==> src/lfo_pkg.sv <==
package lfo_pkg;

    //////////////////////////////////////////////////////////////////////
    // widths

    // frequency register, LFRQ[7:4] coarse and LFRQ[3:0] fine
    localparam int LFRQ_W  = 8;
    // AMD and PMD
    localparam int DEPTH_W = 7;
    localparam int WAVE_W  = 2;
    // rate divider
    localparam int DIV_W   = 15;
    // phase counter and captured noise byte
    localparam int PHASE_W = 8;
    // LFA and LFP
    localparam int OUT_W   = 8;

    //////////////////////////////////////////////////////////////////////
    // AXI4-Lite register map

    localparam int AXI_ADDR_W = 4;
    localparam int AXI_DATA_W = 32;

    localparam logic [AXI_ADDR_W-1:0] ADDR_LFRQ = 4'h0;
    localparam logic [AXI_ADDR_W-1:0] ADDR_AMD  = 4'h4;
    localparam logic [AXI_ADDR_W-1:0] ADDR_PMD  = 4'h8;
    localparam logic [AXI_ADDR_W-1:0] ADDR_W    = 4'hC;

    localparam logic [1:0] RESP_OKAY   = 2'b00;
    localparam logic [1:0] RESP_SLVERR = 2'b10;

    // waveform select, W register
    typedef enum logic [WAVE_W-1:0] {
        WAVE_SAW    = 2'd0,
        WAVE_SQUARE = 2'd1,
        WAVE_TRI    = 2'd2,
        WAVE_NOISE  = 2'd3
    } wave_e;

    // divider preload from the coarse nibble
    // divider counts up from here to all ones, so a larger preload is a faster LFO
    function automatic logic [DIV_W-1:0] div_preload(input logic [3:0] n);
        logic [DIV_W:0] span;
        span = 16'h8000 - (16'h0001 << (4'd15 - n));
        // nibble 0 is the odd one out
        if (n == 4'd0) begin
            return 15'h1000;
        end
        return span[DIV_W-1:0];
    endfunction

endpackage
==> src/lfo_top.sv <==
`timescale 1ns/1ps

module lfo_top #(
    parameter int PRESCALE_DIV = 16
) (
    input  logic                                i_EMUCLK,
    input  logic                                mrst_n,

    // AXI4-Lite slave
    input  logic                                i_awvalid,
    output logic                                o_awready,
    input  logic [lfo_pkg::AXI_ADDR_W-1:0]      i_awaddr,
    input  logic                                i_wvalid,
    output logic                                o_wready,
    input  logic [lfo_pkg::AXI_DATA_W-1:0]      i_wdata,
    input  logic [lfo_pkg::AXI_DATA_W/8-1:0]    i_wstrb,
    output logic                                o_bvalid,
    input  logic                                i_bready,
    output logic [1:0]                          o_bresp,
    input  logic                                i_arvalid,
    output logic                                o_arready,
    input  logic [lfo_pkg::AXI_ADDR_W-1:0]      i_araddr,
    output logic                                o_rvalid,
    input  logic                                i_rready,
    output logic [lfo_pkg::AXI_DATA_W-1:0]      o_rdata,
    output logic [1:0]                          o_rresp,

    // sample slot strobe and serial noise
    input  logic                                i_sample_en,
    input  logic                                i_lfo_noise,

    output logic [lfo_pkg::OUT_W-1:0]           o_lfa,
    output logic [lfo_pkg::OUT_W-1:0]           o_lfp
);

    logic [lfo_pkg::LFRQ_W-1:0]     lfrq;
    logic [lfo_pkg::DEPTH_W-1:0]    amd;
    logic [lfo_pkg::DEPTH_W-1:0]    pmd;
    lfo_pkg::wave_e                 wave;
    logic                           freq_update;
    logic                           lfo_tick;
    logic [lfo_pkg::DEPTH_W-1:0]    am_base;
    logic                           pm_sign;
    logic [lfo_pkg::DEPTH_W-1:0]    pm_mag;

    //////////////////////////////////////////////////////////////////////
    // register block

    lfo_regs u_regs (
        .i_EMUCLK      (i_EMUCLK),
        .mrst_n        (mrst_n),
        .i_awvalid     (i_awvalid),
        .o_awready     (o_awready),
        .i_awaddr      (i_awaddr),
        .i_wvalid      (i_wvalid),
        .o_wready      (o_wready),
        .i_wdata       (i_wdata),
        .i_wstrb       (i_wstrb),
        .o_bvalid      (o_bvalid),
        .i_bready      (i_bready),
        .o_bresp       (o_bresp),
        .i_arvalid     (i_arvalid),
        .o_arready     (o_arready),
        .i_araddr      (i_araddr),
        .o_rvalid      (o_rvalid),
        .i_rready      (i_rready),
        .o_rdata       (o_rdata),
        .o_rresp       (o_rresp),
        .o_lfrq        (lfrq),
        .o_amd         (amd),
        .o_pmd         (pmd),
        .o_wave        (wave),
        .o_freq_update (freq_update)
    );

    //////////////////////////////////////////////////////////////////////
    // oscillator datapath

    // only the coarse nibble sets the rate
    lfo_rate_divider #(
        .PRESCALE_DIV (PRESCALE_DIV)
    ) u_rate_divider (
        .i_EMUCLK      (i_EMUCLK),
        .mrst_n        (mrst_n),
        .i_sample_en   (i_sample_en),
        .i_lfrq_coarse (lfrq[7:4]),
        .i_freq_update (freq_update),
        .o_lfo_tick    (lfo_tick)
    );

    lfo_phase_gen u_phase_gen (
        .i_EMUCLK    (i_EMUCLK),
        .mrst_n      (mrst_n),
        .i_sample_en (i_sample_en),
        .i_lfo_tick  (lfo_tick),
        .i_lfo_noise (i_lfo_noise),
        .i_wave      (wave),
        .o_am_base   (am_base),
        .o_pm_sign   (pm_sign),
        .o_pm_mag    (pm_mag)
    );

    lfo_depth_scaler u_depth_scaler (
        .i_EMUCLK  (i_EMUCLK),
        .mrst_n    (mrst_n),
        .i_am_base (am_base),
        .i_pm_sign (pm_sign),
        .i_pm_mag  (pm_mag),
        .i_amd     (amd),
        .i_pmd     (pmd),
        .o_lfa     (o_lfa),
        .o_lfp     (o_lfp)
    );

endmodule

==> src/lfo_depth_scaler.sv <==
`timescale 1ns/1ps

module lfo_depth_scaler (
    input  logic                            i_EMUCLK,
    input  logic                            mrst_n,
    input  logic [lfo_pkg::DEPTH_W-1:0]     i_am_base,
    input  logic                            i_pm_sign,
    input  logic [lfo_pkg::DEPTH_W-1:0]     i_pm_mag,
    input  logic [lfo_pkg::DEPTH_W-1:0]     i_amd,
    input  logic [lfo_pkg::DEPTH_W-1:0]     i_pmd,
    output logic [lfo_pkg::OUT_W-1:0]       o_lfa,
    output logic [lfo_pkg::OUT_W-1:0]       o_lfp
);

    //////////////////////////////////////////////////////////////////////
    // depth multipliers

    // 7x7 products, full width
    logic [2*lfo_pkg::DEPTH_W-1:0]  am_prod;
    logic [2*lfo_pkg::DEPTH_W-1:0]  pm_prod;
    logic [lfo_pkg::OUT_W-1:0]      lfa_next;
    logic [lfo_pkg::OUT_W-1:0]      lfp_next;

    assign am_prod = i_am_base * i_amd;
    assign pm_prod = i_pm_mag * i_pmd;

    // AMD as 1.6 fixed point, peak 127*127>>6 still fits a byte
    assign lfa_next = am_prod[13:6];

    // sign and magnitude, PMD is a 0.7 fraction
    // PMD of zero forces a clean zero, no negative zero
    assign lfp_next = (i_pmd == '0) ? '0 : {i_pm_sign, pm_prod[13:7]};

    //////////////////////////////////////////////////////////////////////
    // output registers

    always_ff @(posedge i_EMUCLK or negedge mrst_n) begin
        if (!mrst_n) begin
            o_lfa <= '0;
            o_lfp <= '0;
        end else begin
            o_lfa <= lfa_next;
            o_lfp <= lfp_next;
        end
    end

    //////////////////////////////////////////////////////////////////////
    // checks

    // PM off for two cycles means LFP is settled at zero
    a_lfp_zero: assert property (@(posedge i_EMUCLK) disable iff (!mrst_n)
        (i_pmd == '0) ##1 (i_pmd == '0) |-> (o_lfp == '0));

endmodule

==> src/lfo_phase_gen.sv <==
`timescale 1ns/1ps

module lfo_phase_gen (
    input  logic                            i_EMUCLK,
    input  logic                            mrst_n,
    input  logic                            i_sample_en,
    input  logic                            i_lfo_tick,
    input  logic                            i_lfo_noise,
    input  lfo_pkg::wave_e                  i_wave,
    output logic [lfo_pkg::DEPTH_W-1:0]     o_am_base,
    output logic                            o_pm_sign,
    output logic [lfo_pkg::DEPTH_W-1:0]     o_pm_mag
);

    //////////////////////////////////////////////////////////////////////
    // phase and noise capture

    logic [lfo_pkg::PHASE_W-1:0]    phase;
    logic [lfo_pkg::PHASE_W-1:0]    noise_sr;
    logic [lfo_pkg::PHASE_W-1:0]    noise_z;
    logic [lfo_pkg::DEPTH_W-1:0]    am_next;
    logic                           pm_sign_next;
    logic [lfo_pkg::DEPTH_W-1:0]    pm_mag_next;

    always_ff @(posedge i_EMUCLK or negedge mrst_n) begin
        if (!mrst_n) begin
            phase    <= '0;
            noise_sr <= '0;
            noise_z  <= '0;
        end else begin
            // serial noise, newest bit in the lsb
            if (i_sample_en) begin
                noise_sr <= {noise_sr[lfo_pkg::PHASE_W-2:0], i_lfo_noise};
            end
            // one phase step per tick, noise byte sampled alongside
            if (i_lfo_tick) begin
                phase   <= phase + 1'b1;
                noise_z <= noise_sr;
            end
        end
    end

    //////////////////////////////////////////////////////////////////////
    // waveform shaping

    always_comb begin
        // saw by default
        am_next      = 7'd127 - phase[7:1];
        pm_sign_next = phase[7];
        pm_mag_next  = phase[6:0];
        case (i_wave)
            lfo_pkg::WAVE_SQUARE: begin
                am_next     = phase[7] ? 7'd0 : 7'd127;
                pm_mag_next = 7'd127;
            end
            lfo_pkg::WAVE_TRI: begin
                // falling half then rising half for AM
                am_next     = phase[7] ? phase[6:0] : 7'd127 - phase[6:0];
                pm_mag_next = phase[6] ? 7'd127 - phase[6:0] : phase[6:0];
            end
            lfo_pkg::WAVE_NOISE: begin
                am_next      = noise_z[7:1];
                pm_sign_next = noise_z[7];
                pm_mag_next  = noise_z[6:0];
            end
            default: ;
        endcase
    end

    always_ff @(posedge i_EMUCLK or negedge mrst_n) begin
        if (!mrst_n) begin
            o_am_base <= '0;
            o_pm_sign <= 1'b0;
            o_pm_mag  <= '0;
        end else begin
            o_am_base <= am_next;
            o_pm_sign <= pm_sign_next;
            o_pm_mag  <= pm_mag_next;
        end
    end

endmodule

==> src/lfo_rate_divider.sv <==
`timescale 1ns/1ps

module lfo_rate_divider #(
    parameter int PRESCALE_DIV = 16
) (
    input  logic        i_EMUCLK,
    input  logic        mrst_n,
    input  logic        i_sample_en,
    input  logic [3:0]  i_lfrq_coarse,
    input  logic        i_freq_update,
    output logic        o_lfo_tick
);

    localparam int PS_W = (PRESCALE_DIV > 1) ? $clog2(PRESCALE_DIV) : 1;

    //////////////////////////////////////////////////////////////////////
    // prescaler

    logic [PS_W-1:0]            ps_cnt;
    logic                       ps_wrap;
    logic [lfo_pkg::DIV_W-1:0]  div_cnt;
    logic [lfo_pkg::DIV_W-1:0]  preload;
    logic                       div_ovf;

    // last strobe of a prescaler round
    assign ps_wrap = i_sample_en && (ps_cnt == PS_W'(PRESCALE_DIV - 1));

    always_ff @(posedge i_EMUCLK or negedge mrst_n) begin
        if (!mrst_n) begin
            ps_cnt <= '0;
        end else if (i_freq_update || ps_wrap) begin
            // restart clears the partial round too
            ps_cnt <= '0;
        end else if (i_sample_en) begin
            ps_cnt <= ps_cnt + 1'b1;
        end
    end

    //////////////////////////////////////////////////////////////////////
    // 15-bit preloaded divider

    assign preload = lfo_pkg::div_preload(i_lfrq_coarse);

    // carry out of the all-ones state
    assign div_ovf = ps_wrap && (&div_cnt);

    always_ff @(posedge i_EMUCLK or negedge mrst_n) begin
        if (!mrst_n) begin
            div_cnt    <= '0;
            o_lfo_tick <= 1'b0;
        end else begin
            // tick lands one cycle after the overflow
            o_lfo_tick <= div_ovf & ~i_freq_update;
            if (i_freq_update || div_ovf) begin
                div_cnt <= preload;
            end else if (ps_wrap) begin
                div_cnt <= div_cnt + 1'b1;
            end
        end
    end

    //////////////////////////////////////////////////////////////////////
    // checks

    // every tick comes from a prescaler wrap
    a_tick_from_wrap: assert property (@(posedge i_EMUCLK) disable iff (!mrst_n)
        o_lfo_tick |-> $past(ps_wrap));

endmodule

==> src/lfo_regs.sv <==
`timescale 1ns/1ps

module lfo_regs (
    input  logic                                i_EMUCLK,
    input  logic                                mrst_n,

    // write address and data channels
    input  logic                                i_awvalid,
    output logic                                o_awready,
    input  logic [lfo_pkg::AXI_ADDR_W-1:0]      i_awaddr,
    input  logic                                i_wvalid,
    output logic                                o_wready,
    input  logic [lfo_pkg::AXI_DATA_W-1:0]      i_wdata,
    input  logic [lfo_pkg::AXI_DATA_W/8-1:0]    i_wstrb,

    // write response channel
    output logic                                o_bvalid,
    input  logic                                i_bready,
    output logic [1:0]                          o_bresp,

    // read channels
    input  logic                                i_arvalid,
    output logic                                o_arready,
    input  logic [lfo_pkg::AXI_ADDR_W-1:0]      i_araddr,
    output logic                                o_rvalid,
    input  logic                                i_rready,
    output logic [lfo_pkg::AXI_DATA_W-1:0]      o_rdata,
    output logic [1:0]                          o_rresp,

    // register contents
    output logic [lfo_pkg::LFRQ_W-1:0]          o_lfrq,
    output logic [lfo_pkg::DEPTH_W-1:0]         o_amd,
    output logic [lfo_pkg::DEPTH_W-1:0]         o_pmd,
    output lfo_pkg::wave_e                      o_wave,
    output logic                                o_freq_update
);

    //////////////////////////////////////////////////////////////////////
    // write path

    logic                               wr_en;
    logic                               wr_lane;
    logic                               wr_err;
    logic [lfo_pkg::AXI_DATA_W-1:0]     rd_data;
    logic                               rd_err;

    // address and data taken together, blocked while B is pending
    assign wr_en     = i_awvalid & i_wvalid & ~o_bvalid;
    assign o_awready = wr_en;
    assign o_wready  = wr_en;
    // only byte lane 0 carries register bits
    assign wr_lane   = wr_en & i_wstrb[0];

    assign wr_err = !(i_awaddr inside {lfo_pkg::ADDR_LFRQ, lfo_pkg::ADDR_AMD,
                                       lfo_pkg::ADDR_PMD, lfo_pkg::ADDR_W});

    // divider restart, same cycle as the accepted LFRQ write
    assign o_freq_update = wr_lane && (i_awaddr == lfo_pkg::ADDR_LFRQ);

    always_ff @(posedge i_EMUCLK or negedge mrst_n) begin
        if (!mrst_n) begin
            o_lfrq   <= '0;
            o_amd    <= '0;
            o_pmd    <= '0;
            o_wave   <= lfo_pkg::WAVE_SAW;
            o_bvalid <= 1'b0;
        end else begin
            if (wr_lane) begin
                case (i_awaddr)
                    lfo_pkg::ADDR_LFRQ: o_lfrq <= i_wdata[lfo_pkg::LFRQ_W-1:0];
                    lfo_pkg::ADDR_AMD:  o_amd  <= i_wdata[lfo_pkg::DEPTH_W-1:0];
                    lfo_pkg::ADDR_PMD:  o_pmd  <= i_wdata[lfo_pkg::DEPTH_W-1:0];
                    lfo_pkg::ADDR_W:    o_wave <= lfo_pkg::wave_e'(i_wdata[lfo_pkg::WAVE_W-1:0]);
                    // unmapped, dropped
                    default: ;
                endcase
            end
            // response pending until the master takes it
            if (wr_en) begin
                o_bvalid <= 1'b1;
            end else if (i_bready) begin
                o_bvalid <= 1'b0;
            end
        end
    end

    always_ff @(posedge i_EMUCLK) begin
        if (wr_en) begin
            o_bresp <= wr_err ? lfo_pkg::RESP_SLVERR : lfo_pkg::RESP_OKAY;
        end
    end

    //////////////////////////////////////////////////////////////////////
    // read path

    // one read in flight at a time
    assign o_arready = i_arvalid & ~o_rvalid;

    // readback mux, zero for unmapped
    always_comb begin
        rd_data = '0;
        rd_err  = 1'b0;
        case (i_araddr)
            lfo_pkg::ADDR_LFRQ: rd_data[lfo_pkg::LFRQ_W-1:0]  = o_lfrq;
            lfo_pkg::ADDR_AMD:  rd_data[lfo_pkg::DEPTH_W-1:0] = o_amd;
            lfo_pkg::ADDR_PMD:  rd_data[lfo_pkg::DEPTH_W-1:0] = o_pmd;
            lfo_pkg::ADDR_W:    rd_data[lfo_pkg::WAVE_W-1:0]  = o_wave;
            default:            rd_err = 1'b1;
        endcase
    end

    always_ff @(posedge i_EMUCLK or negedge mrst_n) begin
        if (!mrst_n) begin
            o_rvalid <= 1'b0;
        end else if (o_arready) begin
            o_rvalid <= 1'b1;
        end else if (i_rready) begin
            o_rvalid <= 1'b0;
        end
    end

    always_ff @(posedge i_EMUCLK) begin
        if (o_arready) begin
            o_rdata <= rd_data;
            o_rresp <= rd_err ? lfo_pkg::RESP_SLVERR : lfo_pkg::RESP_OKAY;
        end
    end

    //////////////////////////////////////////////////////////////////////
    // checks

    // B held until taken
    a_bvalid_hold: assert property (@(posedge i_EMUCLK) disable iff (!mrst_n)
        o_bvalid && !i_bready |=> o_bvalid);

    // restart strobe is a single cycle
    a_freq_update_pulse: assert property (@(posedge i_EMUCLK) disable iff (!mrst_n)
        o_freq_update |=> !o_freq_update);

endmodule

==> config.mk <==
export PLATFORM = sky130hd
export DESIGN_NAME = lfo_top
export DESIGN_NICKNAME = d
export VERILOG_FILES = /design/src/lfo_pkg.sv /design/src/lfo_top.sv /design/src/lfo_depth_scaler.sv /design/src/lfo_phase_gen.sv /design/src/lfo_rate_divider.sv /design/src/lfo_regs.sv
export SDC_FILE = /design/constraint.sdc
export NUM_CORES = 1
export LEC_CHECK = 0
export ABC_AREA = 0
export BUFFER_PORTS_ARGS = -buffer_cell sky130_fd_sc_hd__buf_2
export CORE_UTILIZATION = 35
export DETAILED_ROUTE_END_ITERATION = 8
export PLACE_DENSITY = 0.64
export SKIP_CTS_REPAIR_TIMING = 1
export SLEW_MARGIN = 20
export SYNTH_ARGS = -nofsm -noshare
export SYNTH_HDL_FRONTEND = slang
export SYNTH_SLANG_ARGS = --single-unit
==> constraint.sdc <==
create_clock -name i_EMUCLK -period 4.9 [get_ports i_EMUCLK]
set_input_delay 0.245 -clock i_EMUCLK [delete_from_list [all_inputs] [get_ports i_EMUCLK]]
set_output_delay 0.245 -clock i_EMUCLK [all_outputs]
set_load 0.01 [all_outputs]
==> results.txt <==
Nets = 1,021
Worst setup path category = flip-flop to flip-flop
Crit start category = flip-flop
Post-synth EDFFs = 10
Post-synthesis mux area share = 6.81%
Final setup fails = 0
Core area = 22,700 um2
Clock skew = 0.0133 ns
Vias per cell = 4.96
Routed vias = 5,697
Unrepaired setup endpoints after global routing = no
Gp weighted congestion = 0.814
Clock period minus worst slack = 4.44 ns
Setup slack at placement = 0.471 ns
Outcome = finished, violations left
Ports = 110
Synth Area in Adders = 21.3%
Crit share post-route = 90.6%
Ys async rst share = 91.0%
Worst Path Arrival = 4.72 ns
Largest family of logic cells by synthesized area = adder cells
Per-cell routed wire length = 14.2 um
Critical Path End Type = flip-flop
Worst vdd ir = 0.165 mV
Die Y = 155 um
Netlist cell types = 64
DR pass1 iterations = 4
Final Cell Area = 8900 um2
Setup WS post-layout = 0.458 ns
Mapped Area = 8140 um2
Vias in the first global route = 5,618
Clock transition at path regs = 0.07 ns
Die width = 155 um
Synthesis Warnings = 0
Worst min path class = input port to asynchronous set/reset pin
Final Max Slew Viols = 0
Average cell area after synthesis = 10.0 um2
Num CTS Buffers = 9
Placed Area = 8600 um2
Critical-path maximum fanout = 7
Synth-to-layout area growth = 9.36%
Area share of and/or/nand/nor cells after synthesis = 18.2%
Clk Latency, worst-skew pair = 0.36 ns
Failing checks = hold timing
DRT iter0 DRCs = 289
Final hold violations = 57
CTS Root Cell = clkbuf_16
Slew margin rel. = 27.1%
DIE AREA = 23,900 um2
FMAX = 225 MHz
Worst Max-Slew Pin Slew = 1.09 ns
Rows = 55
First-pass GRT wire length = 27.5 mm
Initial core utilization = 35.9%
H-Tree Depth = 3
XOR/XNOR Fraction of Synth Area = 3.33%
Detail Placement HPWL = 12.3 mm
TNS Setup = 0 ns
Complex-gate fraction of the synthesized area = 9.01%
# port buffers = 56
Cell Pwr Density = 315 nW/um2
Global route overflow = 0
Core Util, Final = 39.2%
CTS tree = yes
Ratio of cells with drive above 1 in the final layout = 15.2%
Worst EP required = 5.18 ns
Total wire length = 16.2 mm
Largest net degree at the start of global routing = 59
Clock sink count = 111
CTS max path bufs = 2
Sequential element share of the synthesized area = 34.7%
Synthesized flop and latch total = 111
Final ANT Viol Nets = 0
GRT Total Usage = 14.2%
Top FF cell, synth = dfrtp_1
Fin Hold WS = -0.0567 ns
Max-cap violation count = 0
Initial antenna violation count = 1
Leakage power = 4.44 nW
DRC Markers = 0
Mapped Cells = 814
-- path summary, 6_finish.rpt --
path,end,cells after the start,slack (ns),from
hold reg to reg,u_regs.o_rvalid$_DFFE_PN0P_,1,0.50,u_regs.o_rvalid$_DFFE_PN0P_
max in group asynchronous,u_regs.o_rvalid$_DFFE_PN0P_,2,3.87,mrst_n
setup reg to reg,u_depth_scaler.o_lfa[7]$_DFF_PN0_,16,0.46,u_phase_gen.o_am_base[3]$_DFF_PN0_
setup / recovery,u_depth_scaler.o_lfa[7]$_DFF_PN0_,16,0.46,u_phase_gen.o_am_base[3]$_DFF_PN0_
hold / removal,u_depth_scaler.o_lfa[1]$_DFF_PN0_,1,-0.06,mrst_n
min in group i_EMUCLK,u_regs.o_rvalid$_DFFE_PN0P_,2,0.05,i_rready
-- cells in the mapped netlist, types with 4 or more instances --
| master | number | share of area, % |
|---|---|---|
| o21ai_0 | 31 | 1.9 |
| edfxtp_1 | 10 | 3.7 |
| and2_1 | 71 | 5.5 |
| buf_1 | 4 | 0.18 |
| buf_4 | 28 | 2.6 |
| mux2_2 | 39 | 5.4 |
| fa_1 | 46 | 11 |
| nor2b_1 | 11 | 0.85 |
| nand4_1 | 13 | 1.0 |
| clkbuf_1 | 21 | 0.97 |
| nor3_1 | 21 | 1.3 |
| a21oi_1 | 45 | 2.8 |
| inv_1 | 51 | 2.4 |
| mux2i_1 | 7 | 0.86 |
| xor2_1 | 15 | 1.6 |
| ha_1 | 65 | 10 |
| and3_1 | 7 | 0.54 |
| nor2_1 | 58 | 2.7 |
| a31oi_1 | 5 | 0.38 |
| xnor2_1 | 16 | 1.7 |
| dfrtp_1 | 101 | 31 |
| nand2_1 | 66 | 3.0 |
| o21ai_1 | 4 | 0.25 |
| nand3_1 | 11 | 0.68 |
-- cells by family (layout without fill, tap and decap cells) --
logic type               count (synthesis)  in the layout
AND/OR/NAND/NOR                        283            283
XOR/XNOR                                31             31
adder cells (fa/ha/maj)                111            111
flip-flops                             111            111
multiplexers                            48             48
buffers and inverters                  109            132
AO/OA/AOI/OAI                          120            120
other                                    1             27
-- per-stage QoR --
step / std cells / total power, W
after floorplan: 839 / 0.00186
after global placement: 1131 / 0.00208
after detailed placement: 1131 / 0.00210
after CTS: 1147 / 0.00285
after global routing: 1148 / 0.00303
final: 1148 / 0.00281
-- sequential cells by signal, indices dropped and copies added, names as in the netlist, 2 cells and up --
register	count
u_depth_scaler.o_lfp	8
u_rate_divider.div_cnt	15
u_phase_gen.noise_z	8
u_regs.o_rdata	8
u_phase_gen.o_pm_mag	7
u_regs.o_pmd	7
u_phase_gen.phase	8
u_depth_scaler.o_lfa	8
u_regs.o_wave	2
u_phase_gen.o_am_base	7
u_regs.o_amd	7
u_phase_gen.noise_sr	8
u_rate_divider.ps_cnt	4
u_regs.o_lfrq	8
-- power by group --
| group | switching, W | internal (W) |
|---|---|---|
| combinational | 0.000476 | 0.000386 |
| sequential | 0.000143 | 0.00106 |
| clock | 0.000370 | 0.000371 |
-- cell usage in the layout, fill, tap and decap left out, types with 4 or more instances in the layout --
master,n
dfrtp_1,101
and2_1,71
nand2_1,66
ha_1,65
nor2_1,58
buf_2,55
inv_1,51
fa_1,46
a21oi_1,45
mux2_2,39
o21ai_0,31
conb_1,26
nor3_1,21
xnor2_1,16
xor2_1,15
nand4_1,13
nor2b_1,11
nand3_1,11
buf_4,10
edfxtp_1,10
clkbuf_16,9
mux2i_1,7
and3_1,7
a31oi_1,5
o21ai_1,4
-- cell type report --
type,count,area (um2)
well taps,285,357
repair buffers,65,350
inverters,51,191
clock inverters,5,48.8
multi-input cells,619,4880
clock buffers,11,243
fillers,2220,13800
diodes,1,2.50
flip-flops and latches,111,2830
-- critical path, stage by stage (launching register included) --
cell and delay, ns:
dfrtp_1 0.44, and2_1 0.19, fa_1 0.53, inv_1 0.05
fa_1 0.49, inv_1 0.06, fa_1 0.53, inv_1 0.05
fa_1 0.52, inv_1 0.04, ha_1 0.33, a21oi_1 0.18
o21ai_0 0.11, a41oi_1 0.30, o21ai_0 0.21, a21oi_1 0.21
xnor2_1 0.13
-- per-layer routing --
metal / up-vias / global-route usage [%] / routed length [um]
met5: - / 0 / 0
met2: 74 / 24.0 / 8030
met1: 2790 / 18.5 / 7550
met4: 0 / 4.81 / 281
met3: 22 / 2.44 / 387
li1: 2811 / - / -
No activity file was read; power rests on OpenSTA's default activity.
